## config.mk

```make
export PLATFORM = sky130hd
export DESIGN_NAME = exe_core
export DESIGN_NICKNAME = d
export VERILOG_FILES = /design/src/cpu_pkg.sv /design/src/reg_file.sv /design/src/id_exe.sv /design/src/exe_alu.sv /design/src/exe_core.sv
export VERILOG_INCLUDE_DIRS = /design/src
export SDC_FILE = /design/constraint.sdc
export NUM_CORES = 1
export LEC_CHECK = 0
export ABC_CLOCK_PERIOD_IN_PS = 5450
export BUFFER_PORTS_ARGS = -buffer_cell sky130_fd_sc_hd__buf_2
export CORE_MARGIN = 2
export CORE_UTILIZATION = 58
export DETAILED_ROUTE_END_ITERATION = 10
export PLACE_DENSITY = 0.76
export SYNTH_ARGS = -nofsm -noshare
export SYNTH_HDL_FRONTEND = slang
export SYNTH_HIERARCHICAL = 1
export SYNTH_SLANG_ARGS = --single-unit
```

## constraint.sdc

```tcl
create_clock -name clk -period 5.45 [get_ports clk]
set_clock_uncertainty 0.15 [all_clocks]
set_input_delay 0.2725 -clock clk [delete_from_list [all_inputs] [get_ports clk]]
set_output_delay 0.2725 -clock clk [all_outputs]
set_load 0.02 [all_outputs]
```

## src/cpu_defines.svh

```systemverilog
`ifndef CPU_DEFINES_SVH
`define CPU_DEFINES_SVH

////////////////////////////////////////
// Datapath sizes
////////////////////////////////////////

// One machine word, also the instruction width
`define REG_W 16

////////////////////////////////////////
// Register file sizes
////////////////////////////////////////

`define REG_CNT 8  // General purpose R0..R7
`define REG_AW 3   // Enough to index REG_CNT

`endif

```

## src/cpu_pkg.sv

```systemverilog
`default_nettype none

package cpu_pkg;

	////////////////////////////////////////
	// ALU operations
	////////////////////////////////////////

	typedef enum logic [2:0] {
		ALU_ADD  = 3'd0,
		ALU_SUB  = 3'd1,
		ALU_AND  = 3'd2,
		ALU_OR   = 3'd3,
		ALU_SLL  = 3'd4,
		ALU_SRL  = 3'd5,
		ALU_SRA  = 3'd6,
		ALU_PASS = 3'd7  // Result is op1
	} alu_op_t;

	////////////////////////////////////////
	// Major opcodes, instr[15:11]
	////////////////////////////////////////

	localparam logic [4:0] OPC_ADDIU  = 5'b01001;
	localparam logic [4:0] OPC_ADDIU3 = 5'b01000;
	localparam logic [4:0] OPC_LI     = 5'b01101;
	localparam logic [4:0] OPC_RRR    = 5'b11100;  // ADDU, SUBU
	localparam logic [4:0] OPC_LOGIC  = 5'b11101;  // AND, OR
	localparam logic [4:0] OPC_SHIFT  = 5'b00110;  // SLL, SRL, SRA
	localparam logic [4:0] OPC_MOVE   = 5'b01111;
	localparam logic [4:0] OPC_SW     = 5'b11011;
	localparam logic [4:0] OPC_NOP    = 5'b00001;

	// Sub-function fields
	localparam logic [1:0] FN_ADDU = 2'b01;  // instr[1:0]
	localparam logic [1:0] FN_SUBU = 2'b11;
	localparam logic [4:0] FN_AND  = 5'b01100;  // instr[4:0]
	localparam logic [4:0] FN_OR   = 5'b01101;
	localparam logic [1:0] FN_SLL  = 2'b00;  // instr[1:0]
	localparam logic [1:0] FN_SRL  = 2'b10;
	localparam logic [1:0] FN_SRA  = 2'b11;

endpackage

`default_nettype wire

```

## src/reg_file.sv

```systemverilog
`timescale 1ns/1ps
`default_nettype none

`include "cpu_defines.svh"

module reg_file (
	input  logic                clk,
	input  logic                rst_n,
	input  logic [`REG_AW-1:0]  rd_addr1,
	input  logic [`REG_AW-1:0]  rd_addr2,
	input  logic                wr_en,
	input  logic [`REG_AW-1:0]  wr_addr,
	input  logic [`REG_W-1:0]   wr_data,
	output logic [`REG_W-1:0]   rd_data1,
	output logic [`REG_W-1:0]   rd_data2
);

	logic [`REG_W-1:0] regs [`REG_CNT];

	////////////////////////////////////////
	// Write port
	////////////////////////////////////////

	always_ff @(posedge clk) begin
		if (!rst_n) begin
			for (int i = 0; i < `REG_CNT; i++) begin
				regs[i] <= '0;  // Architectural state starts at zero
			end
		end else if (wr_en) begin
			regs[wr_addr] <= wr_data;
		end
	end

	////////////////////////////////////////
	// Read ports with write-through
	////////////////////////////////////////

	// A write landing this edge is already visible to the reader
	assign rd_data1 = (wr_en && wr_addr == rd_addr1) ? wr_data : regs[rd_addr1];
	assign rd_data2 = (wr_en && wr_addr == rd_addr2) ? wr_data : regs[rd_addr2];

endmodule

`default_nettype wire

```

## src/id_exe.sv

```systemverilog
`timescale 1ns/1ps
`default_nettype none

`include "cpu_defines.svh"

module id_exe (
	input  logic                clk,
	input  logic                rst_n,
	input  logic                hold,
	input  logic [`REG_W-1:0]   instr,
	input  logic                instr_valid,
	output logic                instr_ready,
	output logic [`REG_AW-1:0]  rd_addr1,
	output logic [`REG_AW-1:0]  rd_addr2,
	input  logic [`REG_W-1:0]   rd_data1,
	input  logic [`REG_W-1:0]   rd_data2,
	input  logic                fwd_en,
	input  logic [`REG_AW-1:0]  fwd_addr,
	input  logic [`REG_W-1:0]   fwd_data,
	output logic [`REG_W-1:0]   op1,
	output logic [`REG_W-1:0]   op2,
	output cpu_pkg::alu_op_t    alu_op,
	output logic                reg_write,
	output logic [`REG_AW-1:0]  dst_addr,
	output logic                mem_write_req,
	output logic [`REG_W-1:0]   mem_write_value
);
	import cpu_pkg::*;

	logic [4:0]         opcode;
	logic [`REG_AW-1:0] rx, ry, rz;
	logic [`REG_W-1:0]  src1, src2;
	logic [`REG_W-1:0]  shamt;
	logic               accept;

	logic [`REG_W-1:0]  d_op1, d_op2;
	alu_op_t            d_alu_op;
	logic               d_reg_write;
	logic               d_mem_write;
	logic [`REG_AW-1:0] d_dst;

	assign opcode = instr[15:11];
	assign rx     = instr[10:8];
	assign ry     = instr[7:5];
	assign rz     = instr[4:2];

	assign instr_ready = !hold;
	assign accept      = instr_valid && instr_ready;

	assign rd_addr1 = rx;
	assign rd_addr2 = ry;

	// Result of the instruction now in exe_alu wins over the register file
	assign src1 = (fwd_en && fwd_addr == rx) ? fwd_data : rd_data1;
	assign src2 = (fwd_en && fwd_addr == ry) ? fwd_data : rd_data2;

	assign shamt = (instr[4:2] == 3'd0) ? `REG_W'd8 : {{(`REG_W-3){1'b0}}, instr[4:2]};

	////////////////////////////////////////
	// Decode
	////////////////////////////////////////

	always_comb begin
		d_op1       = '0;
		d_op2       = '0;
		d_alu_op    = ALU_PASS;
		d_reg_write = 1'b0;
		d_mem_write = 1'b0;
		d_dst       = rx;  // Most formats write rx
		case (opcode)
			OPC_ADDIU: begin
				d_op1       = src1;
				d_op2       = {{8{instr[7]}}, instr[7:0]};
				d_alu_op    = ALU_ADD;
				d_reg_write = 1'b1;
			end
			OPC_ADDIU3: begin
				d_op1       = src1;
				d_op2       = {{12{instr[3]}}, instr[3:0]};
				d_alu_op    = ALU_ADD;
				d_reg_write = 1'b1;
				d_dst       = ry;
			end
			OPC_LI: begin
				d_op1       = {8'b0, instr[7:0]};  // Zero extended
				d_reg_write = 1'b1;
			end
			OPC_RRR: begin
				d_op1    = src1;
				d_op2    = src2;
				d_dst    = rz;
				d_alu_op = (instr[1:0] == FN_SUBU) ? ALU_SUB : ALU_ADD;
				d_reg_write = (instr[1:0] == FN_ADDU) || (instr[1:0] == FN_SUBU);
			end
			OPC_LOGIC: begin
				d_op1    = src1;
				d_op2    = src2;
				d_alu_op = (instr[4:0] == FN_OR) ? ALU_OR : ALU_AND;
				d_reg_write = (instr[4:0] == FN_AND) || (instr[4:0] == FN_OR);
			end
			OPC_SHIFT: begin
				d_op1 = src2;  // Shifts operate on ry
				d_op2 = shamt;
				case (instr[1:0])
					FN_SLL: d_alu_op = ALU_SLL;
					FN_SRL: d_alu_op = ALU_SRL;
					FN_SRA: d_alu_op = ALU_SRA;
					default: d_alu_op = ALU_PASS;
				endcase
				d_reg_write = (instr[1:0] != 2'b01);
			end
			OPC_MOVE: begin
				d_op1       = src2;
				d_reg_write = (instr[4:0] == 5'b00000);
			end
			OPC_SW: begin
				d_op1       = src1;  // Base rx
				d_op2       = {{11{instr[4]}}, instr[4:0]};
				d_alu_op    = ALU_ADD;
				d_mem_write = 1'b1;
			end
			OPC_NOP: d_alu_op = ALU_PASS;
			default: d_alu_op = ALU_PASS;  // Unsupported encodings run as NOP
		endcase
	end

	////////////////////////////////////////
	// Stage registers
	////////////////////////////////////////

	always_ff @(posedge clk) begin
		if (!rst_n) begin
			alu_op        <= ALU_PASS;
			reg_write     <= 1'b0;
			mem_write_req <= 1'b0;
		end else if (accept) begin
			alu_op        <= d_alu_op;
			reg_write     <= d_reg_write;
			mem_write_req <= d_mem_write;
		end else begin
			alu_op        <= ALU_PASS;  // Bubble
			reg_write     <= 1'b0;
			mem_write_req <= 1'b0;
		end
	end

	// Payload zeroed in a bubble
	always_ff @(posedge clk) begin
		op1             <= accept ? d_op1 : '0;
		op2             <= accept ? d_op2 : '0;
		dst_addr        <= accept ? d_dst : '0;
		mem_write_value <= accept ? src2 : '0;  // Store data is ry
	end

endmodule

`default_nettype wire

```

## src/exe_alu.sv

```systemverilog
`timescale 1ns/1ps
`default_nettype none

`include "cpu_defines.svh"

module exe_alu (
	input  logic                clk,
	input  logic                rst_n,
	input  logic [`REG_W-1:0]   op1,
	input  logic [`REG_W-1:0]   op2,
	input  cpu_pkg::alu_op_t    alu_op,
	input  logic                reg_write,
	input  logic [`REG_AW-1:0]  dst_addr,
	input  logic                mem_write_req,
	input  logic [`REG_W-1:0]   mem_write_value_in,
	output logic                fwd_en,
	output logic [`REG_AW-1:0]  fwd_addr,
	output logic [`REG_W-1:0]   fwd_data,
	output logic                wb_valid,
	output logic [`REG_AW-1:0]  wb_addr,
	output logic [`REG_W-1:0]   wb_data,
	output logic                mem_write,
	output logic [`REG_W-1:0]   mem_addr,
	output logic [`REG_W-1:0]   mem_write_value
);
	import cpu_pkg::*;

	logic [`REG_W-1:0] result;

	////////////////////////////////////////
	// Combinational ALU
	////////////////////////////////////////

	always_comb begin
		result = op1;
		case (alu_op)
			ALU_ADD:  result = op1 + op2;  // Also store address
			ALU_SUB:  result = op1 - op2;
			ALU_AND:  result = op1 & op2;
			ALU_OR:   result = op1 | op2;
			ALU_SLL:  result = op1 << op2[3:0];
			ALU_SRL:  result = op1 >> op2[3:0];
			ALU_SRA:  result = $signed(op1) >>> op2[3:0];
			ALU_PASS: result = op1;
			default:  result = op1;
		endcase
	end

	// Bypass back to decode for the next instruction
	assign fwd_en   = reg_write;
	assign fwd_addr = dst_addr;
	assign fwd_data = result;

	////////////////////////////////////////
	// Result registers
	////////////////////////////////////////

	always_ff @(posedge clk) begin
		if (!rst_n) begin
			wb_valid  <= 1'b0;
			mem_write <= 1'b0;
		end else begin
			wb_valid  <= reg_write;  // One cycle pulse per instruction
			mem_write <= mem_write_req;
		end
	end

	always_ff @(posedge clk) begin
		if (reg_write) begin
			wb_addr <= dst_addr;
			wb_data <= result;
		end
		if (mem_write_req) begin
			mem_addr        <= result;
			mem_write_value <= mem_write_value_in;
		end
	end

endmodule

`default_nettype wire

```

## src/exe_core.sv

```systemverilog
`timescale 1ns/1ps
`default_nettype none

`include "cpu_defines.svh"

module exe_core (
	input  logic                clk,
	input  logic                rst_n,
	input  logic                hold,
	input  logic [`REG_W-1:0]   instr,
	input  logic                instr_valid,
	output logic                instr_ready,
	output logic                wb_valid,
	output logic [`REG_AW-1:0]  wb_addr,
	output logic [`REG_W-1:0]   wb_data,
	output logic                mem_write,
	output logic [`REG_W-1:0]   mem_addr,
	output logic [`REG_W-1:0]   mem_write_value
);
	import cpu_pkg::*;

	logic [`REG_AW-1:0] rd_addr1, rd_addr2;
	logic [`REG_W-1:0]  rd_data1, rd_data2;
	logic               fwd_en;
	logic [`REG_AW-1:0] fwd_addr;
	logic [`REG_W-1:0]  fwd_data;
	logic [`REG_W-1:0]  op1, op2;
	alu_op_t            alu_op;
	logic               reg_write;
	logic [`REG_AW-1:0] dst_addr;
	logic               mem_write_req;
	logic [`REG_W-1:0]  store_value;  // Decoded ry for SW

	////////////////////////////////////////
	// Register file, written by exe_alu
	////////////////////////////////////////

	reg_file u_reg_file (
		.clk      (clk),
		.rst_n    (rst_n),
		.rd_addr1 (rd_addr1),
		.rd_addr2 (rd_addr2),
		.wr_en    (wb_valid),
		.wr_addr  (wb_addr),
		.wr_data  (wb_data),
		.rd_data1 (rd_data1),
		.rd_data2 (rd_data2)
	);

	id_exe u_id_exe (
		.clk             (clk),
		.rst_n           (rst_n),
		.hold            (hold),
		.instr           (instr),
		.instr_valid     (instr_valid),
		.instr_ready     (instr_ready),
		.rd_addr1        (rd_addr1),
		.rd_addr2        (rd_addr2),
		.rd_data1        (rd_data1),
		.rd_data2        (rd_data2),
		.fwd_en          (fwd_en),
		.fwd_addr        (fwd_addr),
		.fwd_data        (fwd_data),
		.op1             (op1),
		.op2             (op2),
		.alu_op          (alu_op),
		.reg_write       (reg_write),
		.dst_addr        (dst_addr),
		.mem_write_req   (mem_write_req),
		.mem_write_value (store_value)
	);

	exe_alu u_exe_alu (
		.clk                (clk),
		.rst_n              (rst_n),
		.op1                (op1),
		.op2                (op2),
		.alu_op             (alu_op),
		.reg_write          (reg_write),
		.dst_addr           (dst_addr),
		.mem_write_req      (mem_write_req),
		.mem_write_value_in (store_value),
		.fwd_en             (fwd_en),
		.fwd_addr           (fwd_addr),
		.fwd_data           (fwd_data),
		.wb_valid           (wb_valid),
		.wb_addr            (wb_addr),
		.wb_data            (wb_data),
		.mem_write          (mem_write),
		.mem_addr           (mem_addr),
		.mem_write_value    (mem_write_value)
	);

endmodule

`default_nettype wire

```

---- After elaboration in Yosys (flattened, before gate mapping) ----
Memories as Yosys holds them, arrays and structs flattened.
Index checks and enable logic that the tools add are counted.
W data, S select, Z words.
cells by class
  add/subtract/negate cells ............... 2
  shifts and indexed selects .............. 3
  magnitude comparators ................... 0
  divide/modulo/power cells ............... 0
  eq/ne operators ......................... 25
  bitwise operators ....................... 2
  reduce and logical (&&, ||, !) cells .... 19
  muxes and demuxes ....................... 22
  multiply operators ...................... 0
operators with widths
  cell                  number
  $pmux W16 S8          1
  $mux W16              5
  $pmux W16 S5          1
  $pmux W16 S3          1
  $eq A5 B4 Y1 const B  6
  $add A16 B16 Y16      1
  $and A16 B16 Y16      1
  $or A16 B16 Y16       1
  $reduce_or A16 Y1     1
  $shl A16 B4 Y16       1
  $shr A16 B4 Y16       1
  $sshr A16 B4 Y16      1
  $sub A16 B16 Y16      1
  $eq A5 B5 Y1 const B  3
  $eq A3 B3 Y1          4
  $eq A3 B3 Y1 const B  4
  $pmux W3 S4           1
  $mux W1               8
  $eq A3 B2 Y1 const B  2
  $logic_not A3 Y1      2
  $pmux W2 S3           1
  $pmux W3 S2           1
  $reduce_or A3 Y1      2
  $eq A5 B3 Y1 const B  1
  other kinds (15)      22
storage, ports and cells
  memories ................................ 1
  ROM bits ................................ 0
  latch bits .............................. 0
  RAM bits ................................ 128
  input port bits ......................... 20
  register bits ........................... 109
  word-level logic and storage cells ...... 87
  output and inout bits ................... 54
memory list
  name             words  width  read ports  clocked after memory_dff  write ports  line            text
  u_reg_file.regs  8      16     2           0                         8            reg_file.sv:18  logic [`REG_W-1:0] regs [`REG_CNT];

---- Depth between registers and ports, before layout ----
Gate-level depths: netlist (run 1).
  depth in word-level cells ............... 5
  mapped depth ............................ 17
  gate-level depth less buffers ........... 15

---- Modules after synthesis ----
Netlist (run 1), hierarchy kept.
by module, submodules not included
  module    area an instance (µm²)  seq. area each (µm²)  times used  cells each
  reg_file  7,440.9                 3,843.7               1           446
  exe_alu   4,729.5                 1,571.5               1           508
  id_exe    2,737.6                 1,121.1               1           289

---- Least setup slack after synthesis (run 1) ----
OpenSTA, ideal clock, no wires.
  path kind ............................... register -> register
  start ................................... register u_id_exe.alu_op[0]
  end ..................................... register u_id_exe.op2[15]
  buffers on the path ..................... 2
  setup time .............................. 0.115 ns
  stages on the path, launching flop included .. 16
  required time ........................... 5.185 ns
  arrival ................................. 3.562 ns
  period minus slack after synthesis ...... 3.827 ns
  slack ................................... 1.623 ns
  path through ............................ dfxtp_1 -> clkbuf_1 -> nand2b_1 -> nor2_1 -> clkbuf_1 -> mux2i_1 -> ha_1 -> nor2b_1 -> o2111ai_1 -> a311o_1 -> a31oi_1 -> nor4_1 -> or4_1 -> mux2i_1 -> o21ai_0 -> and2_1
between the ends
  word-level cells in the longest chain between the ends .. 4
  elaborated cells on any way between the ends .. 11
  those cells by class .................... 7 x eq/ne; 3 x mux; 1 x reduce/logical
ends and longest elaborated chain
  item                                  line            text
  start, declared                       id_exe.sv:22    output cpu_pkg::alu_op_t alu_op,
  start signal, assigned                id_exe.sv:137   alu_op <= d_alu_op;
  $eq A3 B3 Y1 (tied with other cells)  exe_alu.sv:36   case (alu_op)
  $pmux W16 S8 *                        exe_alu.sv:36
  net fwd_data[15]                      exe_core.sv:26  logic [`REG_W-1:0] fwd_data;
  $mux W16 *                            id_exe.sv:55    assign src2 = (fwd_en && fwd_addr == ry) ? fwd_data : rd_data2;
  $pmux W16 S5 *                        id_exe.sv:70    case (opcode)
  end signal, assigned                  id_exe.sv:150   op2 <= accept ? d_op2 : '0;
  end, declared                         id_exe.sv:21    output logic [`REG_W-1:0] op2,
The timed path passes the listed nets; every way through them passes the cells marked *.
A chain may end at the register's enable or synchronous reset.

---- Final worst setup path (run 1) ----
  start ................................... register u_id_exe.alu_op[1]
  end ..................................... register u_id_exe.op2[15]
Same word-level chain as after synthesis.

==> flow_summary.json, run 1 <==
{
  "wl_um": 42500,
  "cp-end-kind": "flip-flop",
  "post_cts_resized": 0,
  "final_cells": 1638,
  "synth_cell_types": 79,
  "r2r_start": "u_id_exe/alu_op[1]$_SDFF_PN1_",
  "yosys.area.top_type": "edfxtp_1",
  "core-area_um2": 25200,
  "rsz0062_at_grt": "no",
  "synth.area.top_cells": "edfxtp_1, mux4_1, dfxtp_1",
  "avgSynthCellArea_um2": 12.0,
  "grt_overflow": 0,
  "synth-seq-cells": 237,
  "final.setup.tns_ns": 0,
  "max_freq_ghz": 0.229,
  "arrival_ns": 4.67,
  "slew_viol_final": 0,
  "yosysSeqAreaShare_pct": 43.8,
  "ys_warn_count": 6,
  "synth.most_common_cell": "edfxtp_1",
  "startpoint": "u_id_exe/alu_op[1]$_SDFF_PN1_",
  "antenna_cells": 0,
  "synth_top_area_share_pct": 36.1,
  "crit_fanout": 10,
  "io_pins": 74,
  "leakagePower_nw": 6.56,
  "ant_nets": 0,
  "rows": 58,
  "syn_area_um2": 14900,
  "die_w_um": 164,
  "async_flop_share_pct": 0,
  "syn_nets": 1286,
  "grt_start_max_net_pins": 46,
  "clk_latency_ns": 0.55,
  "track_usage_pct": 31.6,
  "drt_iter0_markers": 1543,
  "worstHoldPathType": "in -> reg",
  "finalSetupViolCount": 0,
  "grt_pass1_vias": 10500,
  "cts_tree": "built",
  "critPathMaxStageDelay_ns": 0.66,
  "clock_path_buffers": 3,
  "first_pass_iters": 6,
  "die_h_um": 164,
  "area_delta_synth_final_pct": 10.1,
  "initial_utilization_pct": 59.2,
  "path_cells": "nand2b_1 -> nor2_1 -> buf_4 -> a21oi_1 -> xnor2_1 -> ha_1 -> nand2_1 -> a311o_1 -> a31oi_1 -> nor4_1 -> or4_1 -> mux2i_1 -> o21ai_0 -> and2_1",
  "dr_total_vias": 11100,
  "tightest_slew_ns": 1.27,
  "dieArea_um2": 27000,
  "placed_cells": 1582,
  "status": "complete, no violations",
  "worstSetupPathType": "reg -> reg",
  "vdd_drop_max_mv": 0.255,
  "clkTransAtPathRegs_ns": 0.07,
  "finalCritPeriodShare_pct": 80.3,
  "slew-limit-headroom_pct": 15.2,
  "port_buffers": 73,
  "drive_gt1_share_pct": 20.6,
  "power_density_nw_per_um2": 261,
  "ys_top_cells_by_count": "edfxtp_1, and2_1, nor2_1, nand2_1, mux2_2",
  "route.detailed.drc": 0,
  "cts_sinks": 237,
  "num-nets-final": 1330,
  "drv_cap": 0,
  "grt_pass1_wl_um": 63500,
  "cts_root_buffer": "clkbuf_16",
  "yosys_most_used_dff": "edfxtp_1",
  "hold_viol": 0,
  "synth_enable_flop_cells": 179,
  "dp_hpwl_um": 28400,
  "min_period_ns": 4.38,
  "worstPathRequired_ns": 5.74,
  "slowest_stage": "nor2_1",
  "routedWlPerCell_um": 26.0,
  "crit_path_start_kind": "flip-flop",
  "cts_max_level": 1,
  "utilization_pct": 65.2,
  "cts_setup_buffers": 0,
  "hp-start": "hold",
  "via_per_inst": 6.76,
  "syn_inst": 1243,
  "cts_buffers": 27,
  "antenna_found_initial": 0,
  "gp_congestion": 1.01
}
through the flow:
step	hold WS (ns)	power, mW	instance area [um^2]	worst slack, ns
2_1_floorplan	0.236	2.31	14900	1.62
4_1_cts	0.000313	4.31	16400	1.20
3_3_place_gp	0.238	2.40	15400	1.43
5_1_grt	0.0426	4.40	16400	0.811
3_5_place_dp	0.239	2.41	15400	1.24
6_report	0.0193	4.29	16400	1.07
power breakdown:
group / switching, mW / internal (mW) / leakage, nW
combinational: 0.215 / 0.176 / 3.75
clock: 0.790 / 1.12 / 0.478
sequential: 0.0225 / 1.97 / 2.33
total: 1.03 / 3.27 / 6.56
worst paths after layout:
kind                                                 end  slack, ns  cells after the start
setup / recovery             u_id_exe/op2[15]$_SDFF_PN0_       1.07                     14
hold / removal             u_id_exe/alu_op[2]$_SDFF_PN1_       0.02                      4
setup reg to reg             u_id_exe/op2[15]$_SDFF_PN0_       1.07                     14
hold reg to reg   u_exe_alu/mem_write_value[1]$_DFFE_PP_       0.25                      0
what timing repair did:
item / 4_1_cts / 5_1_grt
setup endpoints to repair: 0 / 0
hold buffers: 6 / 0
hold endpoints to repair: 6 / 0
logic make-up (layout without fill, tap and decap cells):
family	count (synthesis)	count (layout)	share of synthesized area (%)
AO/OA/AOI/OAI	224	224	10.2
XOR/XNOR	38	38	2.28
adder cells (fa/ha/maj)	23	23	1.98
buffers and inverters	111	176	3.93
flip-flops	237	237	43.8
multiplexers	205	205	23.1
AND/OR/NAND/NOR	405	405	14.6
cells in the final DEF (no fill, tap or decap), types with 33 or more instances in the layout:
cell type  count
clkbuf_16     33
dfxtp_1       57
nand2_1       72
mux2i_1       50
o21ai_0       43
buf_2         73
a21oi_1       50
and2_1       161
xnor2_1       33
mux4_1        60
mux2_2        61
nor2_1        83
edfxtp_1     179
sequential cells by signal (all words and copies together), names as in the netlist, 3 cells and up:
signal	count
u_reg_file/regs	128
u_exe_alu/mem_addr	16
u_exe_alu/mem_write_value	16
u_exe_alu/wb_data	16
u_id_exe/mem_write_value	16
u_id_exe/op1	16
u_id_exe/op2	16
u_exe_alu/wb_addr	3
u_id_exe/alu_op	3
u_id_exe/dst_addr	3
per-layer routing:
| layer | share of wire, % | track usage, % | up-vias |
|---|---|---|---|
| li1 | - | - | 4824 |
| met1 | 41 | 45.9 | 5483 |
| met2 | 46 | 49.5 | 687 |
| met3 | 10 | 5.20 | 86 |
| met4 | 2.8 | 8.41 | 0 |
| met5 | 0 | 0 | - |
critical path, delay by kind of cell (launching register included):
kind            cells  cell delay [ns]
compound gates      4             0.87
xor+xnor            1             0.14
fa+ha+maj           1             0.35
buf+inv             1             0.27
flops               1             0.31
mux                 1             0.27
simple gates        6             1.91
final cells by class:
class	count	area, um^2
multi-input cells	895	7800
inverters	18	67.6
repair buffers	108	643
fillers	1897	8760
clock buffers	36	847
clock inverters	14	114
well taps	330	413
flip-flops and latches	237	6540
Note: power is estimated with default switching activity, not from simulation.
==> run 2, diff against run 1 <==
- ABC_CLOCK_PERIOD_IN_PS: 5450 -> 4200
- clock period: 5.45 -> 4.2 ns (I/O delays scaled with it)
==> flow_summary.json, run 2 (synthesis results as in run 1) <==
{
  "min_period_ns": 3.97,
  "crit_fanout": 33,
  "dp_hpwl_um": 28300,
  "cts_buffers": 26,
  "drt_iter0_markers": 1273,
  "worstHoldPathType": "in -> reg",
  "grt_pass1_wl_um": 63000,
  "dr_wl_met2_um": 18800,
  "p_clk_share_pct": 43.7,
  "slew-limit-headroom_pct": 19.7,
  "wl_um": 41500,
  "route.detailed.drc": 0,
  "grt_pass1_vias": 10500,
  "vdd_drop_max_mv": 0.322,
  "die_h_um": 164,
  "fin_hold_ws_ns": 0.0286,
  "die_w_um": 164,
  "p_int_mw": 4.23,
  "slew_viol_final": 0,
  "cts_max_level": 1,
  "slowest_stage": "fa_1",
  "core-area_um2": 25200,
  "m1WireLength_um": 17200,
  "via_per_inst": 6.63,
  "fin_ws_ns": 0.230,
  "clkTransAtPathRegs_ns": 0.06,
  "hold_viol": 0,
  "power_frac_comb_pct": 9.4,
  "grt_overflow": 0,
  "rows": 58,
  "cp-end-kind": "flip-flop",
  "crit_path_start_kind": "flip-flop",
  "pre_cts_ws_ns": 0.0438,
  "grt_start_max_net_pins": 45,
  "gp_congestion": 0.983,
  "drv_cap": 0,
  "io_pins": 74,
  "drive_gt1_share_pct": 21.2,
  "routedWlPerCell_um": 25.2,
  "leakagePower_nw": 6.59,
  "dr_total_vias": 10900,
  "area_delta_synth_final_pct": 10.8,
  "cts_tree": "built",
  "finalSetupViolCount": 0,
  "first_pass_iters": 6,
  "num-nets-final": 1339,
  "cts_setup_buffers": 0,
  "ant_nets": 0,
  "worstSetupPathType": "reg -> reg",
  "dieArea_um2": 27000,
  "antenna_cells": 0,
  "cts_root_buffer": "clkbuf_16",
  "power_density_nw_per_um2": 334,
  "antenna_found_initial": 0,
  "final_cell_mix": "edfxtp_1, and2_1, nor2_1, buf_2, nand2_1",
  "pwr-share-seq_pct": 46.9,
  "track_usage_pct": 31.2,
  "top_layer_used": "met4",
  "critPathMaxStageDelay_ns": 0.47,
  "clk_latency_ns": 0.55,
  "clock_path_buffers": 3,
  "met3_length_um": 4210,
  "tightest_slew_ns": 1.20,
  "regMostFlops": "u_reg_file/regs",
  "p_sw_share_pct": 23.4,
  "arrival_ns": 4.23,
  "worstPathRequired_ns": 4.46,
  "largest_reg_flops": 128,
  "initial_utilization_pct": 59.2,
  "switching_power_mw": 1.29,
  "layout.cells.most_common": "edfxtp_1",
  "fill_cells": 1845,
  "port_buffers": 73,
  "path_cells": "buf_4 -> mux2i_1 -> fa_1 -> a21oi_1 -> o21a_1 -> o21ai_0 -> a221oi_2 -> mux2i_1 -> a211o_1 -> mux2i_2 -> o21ai_0 -> and2_1",
  "status": "complete, no violations",
  "cts_sinks": 237,
  "finalCritPeriodShare_pct": 94.5,
  "max_freq_ghz": 0.252
}
## run 2: cell count changes in the layout (fill, tap and decap cells not counted), moves of 2 or more
cell	previous run	this run
dlygate4sd3_1	6	9
mux2i_1	50	48
buf_4	29	34
bufinv_16	0	2
inv_6	4	1
clkbuf_16	33	30
clkinv_2	3	6
mux2i_2	0	2
## run 2: path summary, 6_finish.rpt
check	slack [ns]	start	end	depth (start not counted)
max reg2reg	0.23	u_id_exe/op2[1]$_SDFF_PN0_	u_id_exe/op2[12]$_SDFF_PN0_	12
min reg2reg	0.25	u_id_exe/mem_write_value[12]$_SDFF_PN0_	u_exe_alu/mem_write_value[12]$_DFFE_PP_	0
min	0.03	instr[13]	u_id_exe/mem_write_req$_SDFF_PN0_	4
max	0.23	u_id_exe/op2[1]$_SDFF_PN0_	u_id_exe/op2[12]$_SDFF_PN0_	12
## run 2: critical path, delay by kind of cell, from the launching register on
kind                     cells  cell delay, ns
AO/OA/AOI/OAI                6            1.62
multiplexers                 3            0.66
adder cells (fa/ha/maj)      1            0.47
buffers and inverters        1            0.39
flip-flops                   1            0.35
AND/OR/NAND/NOR              1            0.19
## run 2: metrics by stage
stage	cells	total power, mW	cell area [um^2]	util (%)	TNS (ns)
finish	1646	5.52	16500	65.6	0
global route	1646	5.67	16500	65.6	-0.0241
CTS	1646	5.52	16500	65.5	0
detailed placement	1589	3.14	15500	61.4	0
global placement	1589	3.13	15500	61.4	0
floorplan	1243	3.00	14900	-	0
## run 2: final cells by class
type | instances | area, um^2 | area share, %
Clock buffer | 33 | 762 | 4.61
Inverter | 18 | 67.6 | 0.409
Clock inverter | 15 | 174 | 1.05
Tap cell | 330 | 413 | 2.50
Timing Repair Buffer | 118 | 742 | 4.49
Sequential cell | 237 | 6540 | 39.6
Multi-Input combinational cell | 895 | 7820 | 47.3
## run 2: layer usage
layer,global-route usage (%),up-vias
li1,-,4846
met1,45.8,5347
met2,47.6,637
met3,5.51,83
met4,9.21,0
met5,0,-
## run 2: repair_timing
item                                    4_1_cts  5_1_grt
hold endpoints to repair                     19        0
endpoints found under the setup margin        2        4
pin swaps                                     0        1
gates cloned                                  0        0
resized for setup                             1        7
hold buffers                                  9        0
## run 2: power by group through the flow
| stage | logic (mW) | registers (mW) | clock network (mW) |
|---|---|---|---|
| 3_5_place_dp | 0.497 | 2.64 | 0 |
| 4_1_cts | 0.507 | 2.59 | 2.43 |
| 3_3_place_gp | 0.493 | 2.63 | 0 |
| 6_report | 0.517 | 2.59 | 2.41 |
| 2_1_floorplan | 0.374 | 2.63 | 0 |
| 5_1_grt | 0.547 | 2.59 | 2.53 |
